`config.mk`:
```
export PLATFORM = sky130hd
export DESIGN_NAME = tree_plru
export DESIGN_NICKNAME = d
export VERILOG_FILES = /design/src/logic/dcache_pkg.sv /design/src/logic/tree_plru.sv
export SDC_FILE = /design/constraint.sdc
export NUM_CORES = 1
export LEC_CHECK = 0
export BUFFER_PORTS_ARGS = -buffer_cell sky130_fd_sc_hd__clkbuf_2
export CORE_MARGIN = 3
export CORE_UTILIZATION = 50
export CTS_BUF_LIST = sky130_fd_sc_hd__clkbuf_4
export DETAILED_ROUTE_END_ITERATION = 10
export PLACE_DENSITY = 0.69
export REMOVE_ABC_BUFFERS = 1
export SETUP_SLACK_MARGIN = 0.1
export SLEW_MARGIN = 20
export SYNTH_ARGS = -nofsm -noshare
export SYNTH_HDL_FRONTEND = slang
export SYNTH_SLANG_ARGS = --single-unit
```
`constraint.sdc`:
```
create_clock -name clock -period 6.1 [get_ports clock]
set_input_delay 1.22 -clock clock [delete_from_list [all_inputs] [get_ports clock]]
set_output_delay 1.22 -clock clock [all_outputs]
set_load 0.02 [all_outputs]
```
`src/logic/dcache_pkg.sv`:
```
package dcache_pkg;

    // Cache geometry
    localparam int ADDR_WIDTH  = 16;
    localparam int SETS        = 8;
    localparam int WAYS        = 4;
    localparam int BLOCK_BYTES = 8;

    localparam int OFFSET_BITS = $clog2(BLOCK_BYTES);
    localparam int SET_BITS    = $clog2(SETS);
    localparam int TAG_BITS    = ADDR_WIDTH - SET_BITS - OFFSET_BITS;

    typedef logic [ADDR_WIDTH-1:0]     addr_t;
    typedef logic [TAG_BITS-1:0]       tag_t;
    typedef logic [SET_BITS-1:0]       set_t;
    typedef logic [$clog2(WAYS)-1:0]   way_t;
    // Bit 0 root, bit 1 left node, bit 2 right node
    typedef logic [2:0]                plru_t;
    typedef logic [4:0]                id_t;
    // Zero means no transaction
    typedef logic [3:0]                mem_tag_t;

    typedef enum logic [1:0] {
        BYTE,
        HALF,
        WORD,
        DOUBLE
    } mem_size_e;

    typedef enum logic [1:0] {
        BUS_NONE,
        BUS_LOAD,
        BUS_STORE
    } bus_command_e;

    // One cache block, seen at any access width
    typedef union packed {
        logic [BLOCK_BYTES*8-1:0]   dword;
        logic [1:0][31:0]           words;
        logic [3:0][15:0]           halves;
        logic [BLOCK_BYTES-1:0][7:0] bytes;
    } block_data_t;

    function automatic set_t set_of(addr_t addr);
        return addr[OFFSET_BITS +: SET_BITS];
    endfunction

    function automatic tag_t tag_of(addr_t addr);
        return addr[ADDR_WIDTH-1 -: TAG_BITS];
    endfunction

    function automatic addr_t block_base(addr_t addr);
        return {addr[ADDR_WIDTH-1:OFFSET_BITS], {OFFSET_BITS{1'b0}}};
    endfunction

endpackage

```
`src/logic/tree_plru.sv`:
```
`timescale 1ns/100ps

module tree_plru (
    input  logic                 clock,
    input  logic                 reset,
    input  dcache_pkg::set_t     victim_set,
    input  logic                 load_update,
    input  dcache_pkg::set_t     load_set,
    input  dcache_pkg::way_t     load_way,
    input  logic                 store_update,
    input  dcache_pkg::set_t     store_set,
    input  dcache_pkg::way_t     store_way,
    output dcache_pkg::way_t     victim_way
);

    dcache_pkg::plru_t [dcache_pkg::SETS-1:0] tree;
    dcache_pkg::plru_t victim_bits;
    logic store_apply;

    // Point the root and the touched half's node away from the accessed way
    function automatic dcache_pkg::plru_t touch(dcache_pkg::plru_t bits, dcache_pkg::way_t way);
        dcache_pkg::plru_t next;
        next = bits;
        next[0] = ~way[1];
        if (way[1]) begin
            next[2] = ~way[0];
        end else begin
            next[1] = ~way[0];
        end
        return next;
    endfunction

    assign victim_bits = tree[victim_set];
    assign victim_way  = victim_bits[0] ? {1'b1, victim_bits[2]} : {1'b0, victim_bits[1]};

    // Load side wins when both touch one set
    assign store_apply = store_update && !(load_update && store_set == load_set);

    always_ff @(posedge clock) begin
        if (reset) begin
            tree <= '0;
        end else begin
            if (load_update) begin
                tree[load_set] <= touch(tree[load_set], load_way);
            end
            if (store_apply) begin
                tree[store_set] <= touch(tree[store_set], store_way);
            end
        end
    end

endmodule

```
# Word level (Yosys, flattened, before mapping)
# Index checks and enable logic that the tools add are counted.
# totals
ff_bits	24
latchBits	0
ramBits	0
mem_bits_ro	0
in_bits	17
output_inout_bits	2
wordCells	51
memories	0
# classes
n_addsub	0
mul	0
n_div	0
order_cmp	5
n_eq_ne	1
shift	0
mux	28
bitwise_logic	4
n_reduce_logical	5
# ops
op	n
$mux W24	3
$bwmux W24	2
$bmux W3 S3	3
$demux W3 S3	2
$mux W3	5
$lt A3 B4 Y1 const B	3
$mux W1	12
$ge A3 B1 Y1 const B	2
$logic_and A1 B1 Y1	4
$not A1 Y1	4
$eq A3 B3 Y1	1
$mux W2	1
$logic_not A1 Y1	1

# Logic depth before layout (Yosys ltp)
# depth
ltp_word	10
mapped_depth	7
ltp_nobuf	4

# Least setup slack after synthesis
# Ideal clock, no wire load.
# synth_path
path_type	input port to output port
from	input port victim_set[0]
to	output port victim_way[0]
t_arrival_ns	2.557
required_ns	4.880
path_slack_ns	2.323
stages	5
n_path_buf	1
path_cell_list	clkbuf_1 mux4_2 mux2_1 nand2_1 o21ai_1
# synth_via
elab_chain_len	3
# synth_rtl
element	line_no	text
from (decl)	tree_plru.sv:6	input dcache_pkg::set_t victim_set,
$bmux W3 S3	tree_plru.sv:33	assign victim_bits = tree[victim_set];
$mux W3 (not written as such)	tree_plru.sv:33	
$mux W2	tree_plru.sv:34	assign victim_way = victim_bits[0] ? {1'b1, victim_bits[2]} : {1'b0, victim_bits[1]};
to (decl)	tree_plru.sv:13	output dcache_pkg::way_t victim_way
# No other way between the ends. The select of a mux whose other input is x is not followed.

# Worst setup path in the final report
# layout_path
from	input port victim_set[1]
to	output port victim_way[0]
# Same word-level chain as after synthesis.

==> impl_metrics.py <==
metrics = {
    "floorplanning": {
        "floorplan.io_pins": 19,
        "design.core.area_um2": 3744,
        "std_cell_rows": 22,
        "design.die.area_um2": 4793,
        "die_h_um": 69.24,
        "die_w_um": 69.24,
        "floorplan.initialDensity": 0.5341,
    },
    "clock_network": {
        "cts_root_buf": "sky130_fd_sc_hd__clkbuf_4",
        "cts-buffers-inserted": 3,
        "max-clock-path-buffers": 2,
        "clock_tree.htree_level_count": 1,
        "tritoncts": "built",
        "tritoncts_num_sinks": 24,
        "worst_skew_pair.late_latency_ps": 330,
        "ctsHoldBuffers": 0,
        "postCtsSetupRepairBufs": 0,
        "clk_pin_slew_worst_paths_ps": 150,
        "cts-resized-gates": 0,
    },
    "synth": {
        "synth.cell_area_um2": 1999,
        "synth-seq-area-share": 0.2403,
        "synthesis.instances": 216,
        "yosys.cell_count.top_type": "sky130_fd_sc_hd__dfxtp_1",
        "leading_post_synthesis_cells_by_instance_count": "sky130_fd_sc_hd__dfxtp_1 (24), sky130_fd_sc_hd__nand2_1 (17), sky130_fd_sc_hd__mux2i_1 (16)",
        "synth.avg_cell_area_um2": 9.257,
        "synth-edff-count": 0,
        "synthArstFlopShare": 0,
        "yosysTopAreaCell": "sky130_fd_sc_hd__dfxtp_1",
        "synth_flop_cell": "sky130_fd_sc_hd__dfxtp_1",
        "synth_area_leaders": "sky130_fd_sc_hd__dfxtp_1 (24%), sky130_fd_sc_hd__mux4_2 (11%), sky130_fd_sc_hd__mux2i_1 (8.0%)",
        "ys_ff_latch": 24,
        "yosys_warnings": 0,
        "synth.distinct_cells": 54,
        "yosys.area.top_type_share": 0.2403,
    },
    "placed_design": {
        "placed_cell_area_um2": 2058,
        "place_congestion": 1.003,
        "port_buffers": 18,
        "post-dp-hpwl_um": 4131,
    },
    "global_route": {
        "globalRouteMet2Util": 0.3771,
        "grt_use_met1": 0.3388,
        "grt_usage": 0.2390,
        "maximum_number_of_pins_on_one_net_before_global_route_repair": 27,
        "antenna_found_initial": 0,
        "use_met3": 0.02754,
        "grt_overflow_total": 0,
        "global_route.peak_usage_layer": "met2",
        "via_count_of_the_first_global_routing_pass": 1709,
        "grt_pass1_wl_um": 9170,
    },
    "final_layout": {
        "reg.largest.list": "tree (24)",
        "largest_register_ff_count": 24,
        "final_net_count": 237,
        "finish.instance_area_um2": 2085,
        "antennaDiodeCount": 0,
        "synthToLayoutAreaGrowth_pct": 4.255,
        "post_route_cells_drive_above_1_share": 0.2009,
        "top_register": "tree",
    },
    "critical_path": {
        "timing.critical_path.from_type": "input port",
        "critical_path_peak_fanout": 6,
        "signal_arrival_time_at_the_worst_endpoint_ps": 2550,
        "critPathMostFrequentCell": "sky130_fd_sc_hd__clkbuf_2",
        "worstPathCellList": "clkbuf_2 > mux4_2 > mux2_1 > nand2_1 > o21ai_1 > clkbuf_2",
        "criticalPathCategory": "in -> out",
        "critical-path-max-stage-delay_ps": 540,
        "setup.worst_path.end_class": "primary output",
        "timing.critical_path.required_ps": 4880,
        "slowest_stage": "sky130_fd_sc_hd__mux4_2",
    },
    "power": {
        "ir_drop_mv": 0.09722,
        "p_leak_uw": 0.0008005,
        "powerDensity_nw_per_um2": 162.1,
    },
    "route": {
        "finalWirelength_um": 5775,
        "wire_per_inst_um": 21.63,
        "route.detailed.drc": 0,
        "post_drt_via_cell_ratio": 7.049,
        "drt_iter0_markers": 267,
        "antenna_left": 0,
        "dr.pass1.iters": 5,
        "dr_total_vias": 1882,
    },
    "sta": {
        "finalCritPeriodShare": 0.6184,
        "worst_slew_margin_rel": 0.4072,
        "maxSlewViolCount": 0,
        "final.setup_skew_ps": 7.060,
        "rsz0062_at_grt": "false",
        "final-hold-violation-count": 0,
        "setup_total_neg_slack_ps": 0,
        "max_clock_freq_mhz": 265.1,
        "worst-slew-pin-transition_ps": 877.3,
        "period_needed_ps": 3772,
        "final-setup-viol-count": 0,
    },
    "flow_run": {
        "max-cap-violations": 0,
    },
    "min_path": {
        "worstHoldPathType": "reg -> reg",
    },
    "outcome": {
        "run_status": "finished clean",
    },
}
[report_power, final]
part	switching, µW	total, µW	internal [µW]
Combinational	52.2	87.9	35.7
Sequential	7.60	171	164
Clock	54.7	78.7	24.0
Total	114	338	223
[critical path, delay by kind of cell]
family	cells	cell delay, ps
muxes	2	870
buffers and inverters	2	330
AOI/OAI and AO/OA	1	70
and+or+nand+nor	1	70
[cell type report]
| class | instances | area [µm²] |
|---|---|---|
| fillers | 344 | 1659 |
| repair buffers | 18 | 90.09 |
| clock inverters | 1 | 3.754 |
| flip-flops and latches | 24 | 480.5 |
| multi-input cells | 166 | 1401 |
| clock buffers | 3 | 22.52 |
| inverters | 7 | 26.28 |
| well taps | 48 | 60.06 |
[stage by stage]
stage	power [µW]	setup slack, ps	utilization	hold WS, ps	instances
finish	337.9	2328	0.5568	590.7	267
detailed placement	260.3	2330	0.5498	559.3	263
global placement	257.8	2372	0.5498	548.7	263
CTS	335.1	2342	0.5568	587.6	267
global route	354.4	2287	0.5568	621.8	267
floorplan	223.4	2658	-	509.0	197
[layout by cell type, fill, tap and decap left out, types with 4 or more instances in the layout]
| cell type | Yosys | final |
|---|---|---|
| sky130_fd_sc_hd__nand2_1 | 17 | 17 |
| sky130_fd_sc_hd__o2bb2ai_1 | 4 | 4 |
| sky130_fd_sc_hd__inv_1 | 4 | 4 |
| sky130_fd_sc_hd__a21oi_1 | 11 | 11 |
| sky130_fd_sc_hd__and3_1 | 7 | 7 |
| sky130_fd_sc_hd__mux2i_1 | 16 | 16 |
| sky130_fd_sc_hd__nor3b_1 | 6 | 6 |
| sky130_fd_sc_hd__mux2_2 | 4 | 4 |
| sky130_fd_sc_hd__nor2b_1 | 7 | 7 |
| sky130_fd_sc_hd__clkbuf_2 | 0 | 18 |
| sky130_fd_sc_hd__nor2_1 | 6 | 6 |
| sky130_fd_sc_hd__a211oi_1 | 5 | 5 |
| sky130_fd_sc_hd__mux4_2 | 10 | 10 |
| sky130_fd_sc_hd__o22ai_1 | 4 | 4 |
| sky130_fd_sc_hd__nand2b_1 | 8 | 8 |
| sky130_fd_sc_hd__a21o_1 | 4 | 4 |
| sky130_fd_sc_hd__dfxtp_1 | 24 | 24 |
| sky130_fd_sc_hd__a31oi_1 | 9 | 9 |
[final timing paths]
path / from / to / slack, ps / depth (start not counted)
worst max-delay path: victim_set[1] / victim_way[0] / 2330 / 6
worst min-delay path: tree[0] / tree[0] / 590 / 2
worst max register to register: tree[13] / tree[1] / 4290 / 4
worst min register to register: tree[0] / tree[0] / 590 / 2
[layer usage]
layer	wire length (µm)	share of wire
met1	2381	0.41
met2	2757	0.48
met3	518	0.090
met4	119	0.021
met5	0	0
[cells by family (layout without fill, tap and decap cells)]
kind of cell / after synthesis / after routing / synth area share
and+or+nand+nor: 67 / 67 / 0.2046
AOI/OAI and AO/OA: 63 / 63 / 0.2491
muxes: 33 / 33 / 0.2340
buffers and inverters: 26 / 29 / 0.05882
DFF: 24 / 24 / 0.2403
xor gates and xnor gates: 3 / 3 / 0.01314
No activity file was read; power rests on OpenSTA's default activity.
