<file path="config.mk">
export PLATFORM = sky130hd
export DESIGN_NAME = miss_buffer
export DESIGN_NICKNAME = d
export VERILOG_FILES = /design/src/logic/dcache_pkg.sv /design/src/logic/miss_buffer.sv
export SDC_FILE = /design/constraint.sdc
export NUM_CORES = 1
export LEC_CHECK = 0
export ABC_AREA = 1
export BUFFER_PORTS_ARGS = -buffer_cell sky130_fd_sc_hd__buf_4
export CELL_PAD_IN_SITES_DETAIL_PLACEMENT = 0
export CELL_PAD_IN_SITES_GLOBAL_PLACEMENT = 1
export CORE_UTILIZATION = 46
export CTS_CLUSTER_DIAMETER = 80
export CTS_CLUSTER_SIZE = 12
export DETAILED_ROUTE_END_ITERATION = 7
export HOLD_SLACK_MARGIN = 0.08
export PLACE_DENSITY_LB_ADDON = 0.1
export REMOVE_ABC_BUFFERS = 1
export SETUP_SLACK_MARGIN = 0.15
export SLEW_MARGIN = 10
export SYNTH_ARGS = -nofsm -noshare
export SYNTH_HDL_FRONTEND = slang
export SYNTH_SLANG_ARGS = --single-unit
</file>
<file path="constraint.sdc">
create_clock -name clock -period 3.3 [get_ports clock]
set_clock_uncertainty 0.1 [all_clocks]
set_input_delay 0.33 -clock clock [delete_from_list [all_inputs] [get_ports clock]]
set_output_delay 0.33 -clock clock [all_outputs]
set_load 0.05 [all_outputs]
</file>
<file path="src/logic/dcache_pkg.sv">
package dcache_pkg;

    // Cache geometry
    localparam int ADDR_WIDTH  = 16;
    localparam int SETS        = 8;
    localparam int WAYS        = 4;
    localparam int BLOCK_BYTES = 8;

    localparam int OFFSET_BITS = $clog2(BLOCK_BYTES);
    localparam int SET_BITS    = $clog2(SETS);
    localparam int TAG_BITS    = ADDR_WIDTH - SET_BITS - OFFSET_BITS;

    typedef logic [ADDR_WIDTH-1:0]     addr_t;
    typedef logic [TAG_BITS-1:0]       tag_t;
    typedef logic [SET_BITS-1:0]       set_t;
    typedef logic [$clog2(WAYS)-1:0]   way_t;
    // Bit 0 root, bit 1 left node, bit 2 right node
    typedef logic [2:0]                plru_t;
    typedef logic [4:0]                id_t;
    // Zero means no transaction
    typedef logic [3:0]                mem_tag_t;

    typedef enum logic [1:0] {
        BYTE,
        HALF,
        WORD,
        DOUBLE
    } mem_size_e;

    typedef enum logic [1:0] {
        BUS_NONE,
        BUS_LOAD,
        BUS_STORE
    } bus_command_e;

    // One cache block, seen at any access width
    typedef union packed {
        logic [BLOCK_BYTES*8-1:0]   dword;
        logic [1:0][31:0]           words;
        logic [3:0][15:0]           halves;
        logic [BLOCK_BYTES-1:0][7:0] bytes;
    } block_data_t;

    function automatic set_t set_of(addr_t addr);
        return addr[OFFSET_BITS +: SET_BITS];
    endfunction

    function automatic tag_t tag_of(addr_t addr);
        return addr[ADDR_WIDTH-1 -: TAG_BITS];
    endfunction

    function automatic addr_t block_base(addr_t addr);
        return {addr[ADDR_WIDTH-1:OFFSET_BITS], {OFFSET_BITS{1'b0}}};
    endfunction

endpackage

</file>
<file path="src/logic/miss_buffer.sv">
`timescale 1ns/100ps

module miss_buffer #(
    parameter int BUFFER_DEPTH = 4
) (
    input  logic                        clock,
    input  logic                        reset,
    input  logic                        flush,
    input  logic                        allocate,
    input  dcache_pkg::addr_t           load_addr,
    input  dcache_pkg::mem_size_e       load_size,
    input  logic                        load_signed,
    input  dcache_pkg::id_t             load_id,
    input  logic                        response_accepted,
    input  dcache_pkg::mem_tag_t        mem_response,
    input  logic [63:0]                 mem_data,
    input  dcache_pkg::mem_tag_t        mem_data_tag,
    input  logic                        hit_busy,
    output logic                        send_valid,
    output dcache_pkg::addr_t           send_addr,
    output logic                        head_done,
    output dcache_pkg::addr_t           head_addr,
    output dcache_pkg::mem_size_e       head_size,
    output logic                        head_signed,
    output dcache_pkg::id_t             head_id,
    output dcache_pkg::block_data_t     head_data,
    output logic                        full,
    output logic                        empty
);

    localparam int PTR_BITS = (BUFFER_DEPTH > 1) ? $clog2(BUFFER_DEPTH) : 1;

    typedef logic [PTR_BITS-1:0] ptr_t;

    logic [BUFFER_DEPTH-1:0] entry_valid;
    logic [BUFFER_DEPTH-1:0] entry_done;
    logic [BUFFER_DEPTH-1:0] capture;
    dcache_pkg::addr_t       entry_addr [BUFFER_DEPTH];
    dcache_pkg::mem_size_e   entry_size [BUFFER_DEPTH];
    logic                    entry_signed [BUFFER_DEPTH];
    dcache_pkg::id_t         entry_id [BUFFER_DEPTH];
    dcache_pkg::mem_tag_t    entry_tag [BUFFER_DEPTH];
    dcache_pkg::block_data_t entry_data [BUFFER_DEPTH];

    ptr_t head_ptr;
    ptr_t send_ptr;
    ptr_t tail_ptr;
    logic retire;

    function automatic ptr_t next_ptr(ptr_t ptr);
        return (ptr == ptr_t'(BUFFER_DEPTH - 1)) ? '0 : ptr + 1'b1;
    endfunction

    // Unsent entries hold tag zero and never match
    always_comb begin
        for (int i = 0; i < BUFFER_DEPTH; i++) begin
            capture[i] = entry_valid[i] && !entry_done[i] && mem_data_tag != '0
                && entry_tag[i] == mem_data_tag;
        end
    end

    // Send pointer wraps onto the head once every entry is sent
    assign send_valid  = entry_valid[send_ptr] && !entry_done[send_ptr]
        && entry_tag[send_ptr] == '0;
    assign send_addr   = entry_addr[send_ptr];
    assign head_done   = entry_valid[head_ptr] && entry_done[head_ptr];
    assign head_addr   = entry_addr[head_ptr];
    assign head_size   = entry_size[head_ptr];
    assign head_signed = entry_signed[head_ptr];
    assign head_id     = entry_id[head_ptr];
    assign head_data   = entry_data[head_ptr];
    assign retire      = head_done && !hit_busy;
    assign full        = head_ptr == tail_ptr && entry_valid[head_ptr];
    assign empty       = head_ptr == tail_ptr && !entry_valid[head_ptr];

    always_ff @(posedge clock) begin
        if (reset || flush) begin
            entry_valid <= '0;
            entry_done  <= '0;
            head_ptr    <= '0;
            send_ptr    <= '0;
            tail_ptr    <= '0;
        end else begin
            entry_done <= entry_done | capture;
            if (response_accepted) begin
                send_ptr <= next_ptr(send_ptr);
            end
            if (retire) begin
                entry_valid[head_ptr] <= 1'b0;
                entry_done[head_ptr]  <= 1'b0;
                head_ptr              <= next_ptr(head_ptr);
            end
            if (allocate) begin
                entry_valid[tail_ptr] <= 1'b1;
                entry_done[tail_ptr]  <= 1'b0;
                tail_ptr              <= next_ptr(tail_ptr);
            end
        end
    end

    always_ff @(posedge clock) begin
        if (allocate) begin
            entry_addr[tail_ptr]   <= load_addr;
            entry_size[tail_ptr]   <= load_size;
            entry_signed[tail_ptr] <= load_signed;
            entry_id[tail_ptr]     <= load_id;
            entry_tag[tail_ptr]    <= '0;
        end
        if (response_accepted) begin
            entry_tag[send_ptr] <= mem_response;
        end
        for (int i = 0; i < BUFFER_DEPTH; i++) begin
            if (capture[i]) begin
                entry_data[i].dword <= mem_data;
            end
        end
    end

endmodule

</file>
Word level (Yosys, flattened, before mapping). Memory sizes are Yosys's and may differ from the RTL's. A register that Yosys moved wholly into a read port is not among the register bits. Index checks and enable logic that the tools add are counted.

Memories kept: 6. Output and inout bits: 108. Flip-flop bits (word level): 14. Memory bits (writable): 368. Input bits: 102.

Bitwise logic cells: 7. Reductions and logical operators: 30. Multiplexer cells: 47. Magnitude comparators: 5. $add $sub $neg: 3. Equality and inequality tests: 8.

Memories: entry_data (depth 4, width 64, rd ports 1, clocked after memory_dff 1, wr ports 4, line miss_buffer.sv:43) `dcache_pkg::block_data_t entry_data [BUFFER_DEPTH];`; entry_addr (depth 4, width 16, rd ports 2, clocked after memory_dff 2, wr ports 1, line miss_buffer.sv:38) `dcache_pkg::addr_t entry_addr [BUFFER_DEPTH];`; entry_id (depth 4, width 5, rd ports 1, clocked after memory_dff 1, wr ports 1, line miss_buffer.sv:41) `dcache_pkg::id_t entry_id [BUFFER_DEPTH];`; entry_tag (depth 4, width 4, rd ports 5, clocked after memory_dff 1, wr ports 2, line miss_buffer.sv:42) `dcache_pkg::mem_tag_t entry_tag [BUFFER_DEPTH];`; entry_size (depth 4, width 2, rd ports 1, clocked after memory_dff 1, wr ports 1, line miss_buffer.sv:39) `dcache_pkg::mem_size_e entry_size [BUFFER_DEPTH];`; entry_signed (depth 4, width 1, rd ports 1, clocked after memory_dff 1, wr ports 1, line miss_buffer.sv:40) `logic entry_signed [BUFFER_DEPTH];`.

Operators with widths (number): 2-bit two-way mux (17); 4-bit two-way mux (6); 1-bit logical AND (20); 1-bit two-way mux (18); 4-bit equality test (4); 4-bit bitwise AND (3); 2-bit by 3-bit < comparator with 1-bit output (second input constant) (3); 1-bit binary-select mux with 2-bit select (4); 4-bit inverter (2); 4-bit OR (2); 1-bit logical NOT (7); 2-bit by 1-bit adder with 2-bit output (second input constant) (3); 2-bit equality test (second input constant) (3); 1-bit demux with 2-bit select (2); 2-bit by 1-bit >= comparator with 1-bit output (second input constant) (2); 4-bit logical NOT (1); 4-bit nonzero test (1); 2-bit equality test (1); 1-bit logical OR (1).

Longest topological paths before layout. Gate-level depths: netlist of run 1.

Depth after elaboration: 10. Gate-level depth with buffers: 9. Gate-level depth less buffers: 8.

Least setup slack after synthesis of run 1. Ideal clock, no wire load.

Path type: input -> register. Start: in mem_data_tag[0]. End: mem entry_data[0][0] (netlist name), enable pin. Setup time: 418 ps. Stages on the path: 5. Buffers on the path: 0. Setup slack: 765 ps. Arrival: 2017 ps. Cell sequence: inv_1 -> nor2_1 -> nor3_1 -> nand4_1 -> inv_1.

RTL lines: start, declared (line miss_buffer.sv:17) `input dcache_pkg::mem_tag_t mem_data_tag,`; end, declared (line miss_buffer.sv:43).

==> flow_summary.json, run 1 <==
{
  "regArea_mm2": 0.01142,
  "max_freq_mhz": 363.1,
  "synth_edf_count": 368,
  "cp.required_ns": 2.87,
  "io_buffer_count": 209,
  "clkTransAtPathRegs_ns": 0.06,
  "synthXorXnorAreaFrac": 0.001142,
  "grt-ovfl-total": 0,
  "cts_max_path_buffers": 3,
  "syn-cell-area_mm2": 0.01534,
  "status": "completed",
  "final_area_mm2": 0.01935,
  "hp-class": "input port to flip-flop",
  "synthMuxAreaShare": 0,
  "hold_viol": 0,
  "ys_ff_latch": 386,
  "nets": 1617,
  "synth-simple-area-share": 0.08677,
  "cp_max_fo": 44,
  "root_buffer": "clkbuf_16",
  "multi_input_area_mm2": 0.003329,
  "synth_compound_area_frac": 0.1193,
  "ys_top_cells_by_area": "edfxtp_1 (72%), nor2_1 (6.1%), o21ai_0 (5.2%)",
  "setup_ws_ns": 0.5456,
  "leakage_nw": 7.115,
  "grt_pass1_vias": 10040,
  "maxCapViolCount": 0,
  "fillCellCount": 2710,
  "dpl_worst_slack_ns": 1.055,
  "rows": 66,
  "slew_viol_final": 0,
  "ys_seq_area_frac": 0.7438,
  "cts_buffers": 38,
  "power_per_cell_area_mw_per_mm2": 510.9,
  "ant_nets": 0,
  "grt_max_degree": 177,
  "antenna_found_initial": 1,
  "dp.cells": 1812,
  "dieWidth_um": 184.6,
  "cts_setup_buffers": 0,
  "synth_adder_area_share": 0.009786,
  "arrival_ns": 2.32,
  "worst_pin_slew_ns": 0.8179,
  "cts_sinks": 386,
  "slew_headroom": 0.4542,
  "die_area_mm2": 0.03409,
  "start_util": 0.4692,
  "insertion_delay_ns": 0.51,
  "post-route-min-period_ns": 2.754,
  "postSynthCellCount": 1206,
  "holdWs_ns": 0.1042,
  "dpl-instance-area_mm2": 0.01737,
  "peakVddDrop_v": 0.0003268,
  "drc": 0,
  "synth_top_flop_cell": "edfxtp_1",
  "synth_top_cell_by_area": "edfxtp_1",
  "stdcell_count": 1960,
  "synth_top_area_share": 0.7203,
  "drive_gt1_frac": 0.1866,
  "drt_iter0_markers": 668,
  "grtUsageTotal": 0.2109,
  "finalSetupViolCount": 0,
  "finish.utilization": 0.5918,
  "wire_per_inst_um": 18.36,
  "dr.pass1.iters": 5,
  "path_class": "flip-flop to primary output",
  "yosysUniqueCellTypes": 24,
  "vias_per_cell": 5.262,
  "grt_pass1_wl_mm": 54.65,
  "cts_tree": "done",
  "vias": 10310,
  "die_h_um": 184.6,
  "yosys_warnings": 0,
  "core_mm2": 0.03270,
  "cts_htree_levels": 2,
  "crit_path_start_kind": "flip-flop",
  "place_congestion": 0.8058,
  "drt_wl_total_mm": 35.99,
  "avgSynthCellArea_um2": 12.72,
  "grt_setup_unrepaired": "no",
  "place_hpwl_mm": 20.82,
  "period_share": 0.8347,
  "critPathCaptureType": "primary output",
  "area_delta_synth_final_pct": 26.14,
  "async_reset_ff_frac": 0,
  "synth_top_family_by_area": "compound AO/OA/AOI/OAI gates",
  "io_pins": 210
}
cell usage in the layout, fill, tap and decap left out:
cell type      netlist  layout
inv_2                3       7
o21ai_0            159     159
nor4_1               2       2
clkbuf_16            0      39
inv_1               55      51
nor3_1               4       4
a21oi_1             14      14
nand4_1              9       9
o22ai_1            109     109
o21ai_1             55      55
dfxtp_1             18      16
o211ai_1             1       1
ha_1                12      12
buf_4               10     222
inv_8                0       1
xor2_1               2       2
buf_12               0       9
inv_6                0       2
dfxtp_4              0       2
edfxtp_1           368     368
nor2_1             250     250
nand2_2              1       1
nand2_1             66      66
diode_2              0       1
dlygate4sd3_1        0      93
nand3_1             10      10
clkbuf_1            31      13
per-stage QoR:
stage	setup TNS, ns	total power [mW]
after global routing	0	10.21
after global placement	0	6.094
after CTS	0	9.976
final	0	9.887
after floorplan	-178.28	5.828
after detailed placement	0	6.101
state kept, by name (all words and copies together), names as in the netlist, named ones only:
register,cells
send_ptr,2
entry_id,20
tail_ptr,2
entry_tag,16
entry_signed,4
entry_valid,4
entry_size,8
entry_data,256
entry_addr,64
head_ptr,2
entry_done,4
power breakdown:
| group | switching (mW) | leakage (nW) | internal (mW) |
|---|---|---|---|
| logic | 0.394 | 3.10 | 0.260 |
| registers | 0.0207 | 3.51 | 5.41 |
| clock network | 1.65 | 0.507 | 2.15 |
cell usage after synthesis, types with 3 or more instances:
cell        n
buf_2      14
edfxtp_1  368
clkbuf_1   31
nand3_1    10
buf_4      10
nor2_1    250
o21ai_1    55
buf_6       9
dfxtp_1    18
o22ai_1   109
nor3_1      4
inv_2       3
o21ai_0   159
inv_1      55
ha_1       12
a21oi_1    14
clkbuf_2    3
nand4_1     9
nand2_1    66
logic make-up (layout without fill, tap and decap cells):
group / count (synthesis) / in the layout
AOI/OAI and AO/OA: 338 / 338
xor gates and xnor gates: 2 / 2
DFF: 386 / 386
and+or+nand+nor: 342 / 342
buffers and inverters: 126 / 437
adders and majority gates: 12 / 12
other: 0 / 1
routing by layer:
layer | vias up | routed length (um) | GRT usage
li1 | 4988 | - | -
met1 | 4962 | 15750 | 0.2856
met2 | 304 | 17360 | 0.3469
met3 | 60 | 1924 | 0.03260
met4 | 0 | 954 | 0.07405
met5 | - | 0 | 0
cell type report:
| class | instances | share of cell area |
|---|---|---|
| tap | 442 | 0.02858 |
| clock inverter | 2 | 0.001034 |
| antenna | 1 | 0.0001293 |
| inverter | 59 | 0.01170 |
| sequential | 386 | 0.5900 |
| timing repair buffer | 324 | 0.1435 |
| multi-input combinational | 694 | 0.1720 |
| clock buffer | 52 | 0.05295 |
critical path: stages, from the launching register on:
cell and delay, ns:
dfxtp_4 0.67, buf_4 0.48, o21ai_0 0.16, o22ai_1 0.24, buf_4 0.24
worst paths after layout:
path	start	to	slack [ns]	cells past startpoint
max	flip-flop	head_data[50]	0.55	4
min	hit_busy	flip-flop	0.10	4
max reg2reg	entry_tag[3][2]	entry_data[3][4]	1.24	5
min reg2reg	entry_valid[0]	entry_valid[0]	0.36	2
repair_timing:
action / 4_1_cts / 5_1_grt
hold buffers: 93 / 0
endpoints found under the hold margin: 364 / 0
gates resized for setup: 0 / 0
Note: power is estimated with default switching activity, not from simulation.
==> run 2, diff against run 1 <==
- clock period: 3.3 -> 2.8 ns (I/O delays scaled with it)
==> run 2 against run 1 <==
Worst hold slack worse by 0.016 ns. Final area up 0.39%. Global-route usage up 0.093 points. Sequential share of layout area down 0.23 points. Register-to-register slack worse by 0.42 ns. Combinational power up 19%. Via count down 0.34%. Critical endpoint is now head_data[19].
==> flow_summary.json, run 2 (synthesized netlist as in run 1, its figures left out) <==
{
  "cp.buffers_inverters": 3,
  "grt_max_degree": 117,
  "nets": 1624,
  "crit_cells": 5,
  "dp.cells": 1813,
  "setup_ws_ns": 0.2168,
  "cp.required_ns": 2.42,
  "core_mm2": 0.03270,
  "status": "completed",
  "place_congestion": 0.8343,
  "grt_setup_unrepaired": "yes",
  "switching_share": 0.2093,
  "die_area_mm2": 0.03409,
  "path_delay_family": "buffers and inverters",
  "use_met1": 0.2851,
  "stdcell_count": 1968,
  "fillCellCount": 2697,
  "place_hpwl_mm": 20.95,
  "grt_pass1_wl_mm": 55.01,
  "peakVddDrop_v": 0.0003843,
  "power_per_cell_area_mw_per_mm2": 600.6,
  "crit_path_start_kind": "flip-flop",
  "io_buffer_count": 209,
  "drt_wl_total_mm": 36.02,
  "post-route-min-period_ns": 2.583,
  "grt-ovfl-total": 0,
  "r2r_end": "entry_data[2][8]",
  "cts_tree": "done",
  "switchingPower_mw": 2.442,
  "dr.pass1.iters": 5,
  "arrival_ns": 2.20,
  "pwr-share-clk": 0.384,
  "grtUsageTotal": 0.2119,
  "drive_gt1_frac": 0.1870,
  "cts_htree_levels": 2,
  "top_register": "entry_data",
  "area_delta_synth_final_pct": 26.63,
  "cp_max_fo": 56,
  "leakage_nw": 7.156,
  "fin_total_pwr_mw": 11.67,
  "cts_max_path_buffers": 3,
  "dpl_worst_slack_ns": 0.6955,
  "critPathMaxStageDelay_ns": 0.40,
  "vias": 10280,
  "finish.utilization": 0.5941,
  "p_int_mw": 9.225,
  "antenna_found_initial": 1,
  "worst_pin_slew_ns": 0.6493,
  "r2r_setup_slack_ns": 0.82,
  "ant_nets": 0,
  "clkTransAtPathRegs_ns": 0.06,
  "drc": 0,
  "vias_per_cell": 5.223,
  "io_pins": 210,
  "r2r_start": "entry_valid[2]",
  "path_class": "flip-flop to primary output",
  "final_common_cell": "edfxtp_1",
  "dpl-instance-area_mm2": 0.01738,
  "slew_headroom": 0.5667,
  "hold_viol": 0,
  "holdWs_ns": 0.08780,
  "cts_buffers": 38,
  "insertion_delay_ns": 0.51,
  "multi_input_area_mm2": 0.003329,
  "setup_tns_ns": 0,
  "reg_top3": "entry_data: 256 flops, entry_addr: 64 flops, entry_id: 20 flops",
  "grt_pass1_vias": 9956,
  "start_util": 0.4692,
  "grt_most_used_layer": "met2",
  "max_freq_mhz": 387.1,
  "rows": 66,
  "dieWidth_um": 184.6,
  "slew_viol_final": 0,
  "period_share": 0.9226,
  "largest_reg_flops": 256,
  "endpoint": "head_data[19]",
  "cp_cell_sequence": "inv_6 > buf_12 > nor2_1 > o22ai_1 > buf_4",
  "regArea_mm2": 0.01142,
  "combPwrFrac": 0.067,
  "grt_util_met3": 0.03102,
  "maxCapViolCount": 0,
  "critPathCaptureType": "primary output",
  "cts_sinks": 386,
  "root_buffer": "clkbuf_16",
  "finalSetupViolCount": 0,
  "r2r_cells": 7,
  "hp-class": "input port to flip-flop",
  "layout_common_cells": "edfxtp_1 (368), nor2_1 (250), buf_4 (223)",
  "sequentialPowerShare": 0.549,
  "wire_per_inst_um": 18.30,
  "die_h_um": 184.6,
  "worst_path_max_delay_cell": "dfxtp_4",
  "final_area_mm2": 0.01943,
  "gr-usage-met2": 0.3537,
  "drt_iter0_markers": 581
}
==> run 2: cell count changes in the layout (fill, tap and decap cells not counted) <==
cell | previous run | this run
buf_4 | 222 | 223
buf_8 | 0 | 1
dlygate4sd3_1 | 93 | 98
diode_2 | 1 | 2
==> run 2: what timing repair did <==
action | CTS | global route
gates cloned | 0 | 0
pin swaps | 0 | 0
gates resized for setup | 0 | 0
endpoints found under the hold margin | 375 | 0
endpoints found under the setup margin | 1 | 17
buffers inserted | 1 | 0
hold buffers | 98 | 0
==> run 2: worst min path at each step <==
| stage | start | to | slack (ns) | cells past startpoint |
|---|---|---|---|---|
| CTS | flush | entry_done[2] | 0.08 | 6 |
| global placement | entry_valid[1] | entry_valid[1] | 0.35 | 2 |
| floorplan | load_addr[0] | entry_addr[0][0] | 0.28 | 0 |
| global route | flush | entry_done[2] | 0.13 | 6 |
| detailed placement | entry_valid[0] | entry_valid[0] | 0.36 | 2 |
| finish | flush | entry_done[2] | 0.09 | 6 |
==> run 2: cell type report <==
class / instances / share of cell area
Antenna cell: 2 / 0.0002576
Clock buffer: 52 / 0.05275
Clock inverter: 2 / 0.001030
Inverter: 59 / 0.01166
Multi-Input combinational cell: 694 / 0.1714
Sequential cell: 386 / 0.5878
Tap cell: 442 / 0.02847
Timing Repair Buffer: 331 / 0.1467
==> run 2: worst min-delay path: stages <==
cell and delay, ns:
buf_4 0.08, nor2_1 0.10, nand2_1 0.08, inv_1 0.04
nand2_1 0.05, nor2_1 0.03
==> run 2: layer usage <==
layer,wire length [um],vias up,share of wire
li1,-,4999,-
met1,16090,4960,0.45
met2,17320,263,0.48
met3,1714,57,0.048
met4,895,0,0.025
met5,0,-,0
==> run 2: power groups by stage <==
stage	sequential [mW]	clock [mW]	combinational, mW
after floorplan	6.53	0	0.338
after global placement	6.53	0	0.657
after detailed placement	6.53	0	0.663
after CTS	6.40	4.60	0.780
after global routing	6.41	4.80	0.830
final	6.41	4.49	0.776
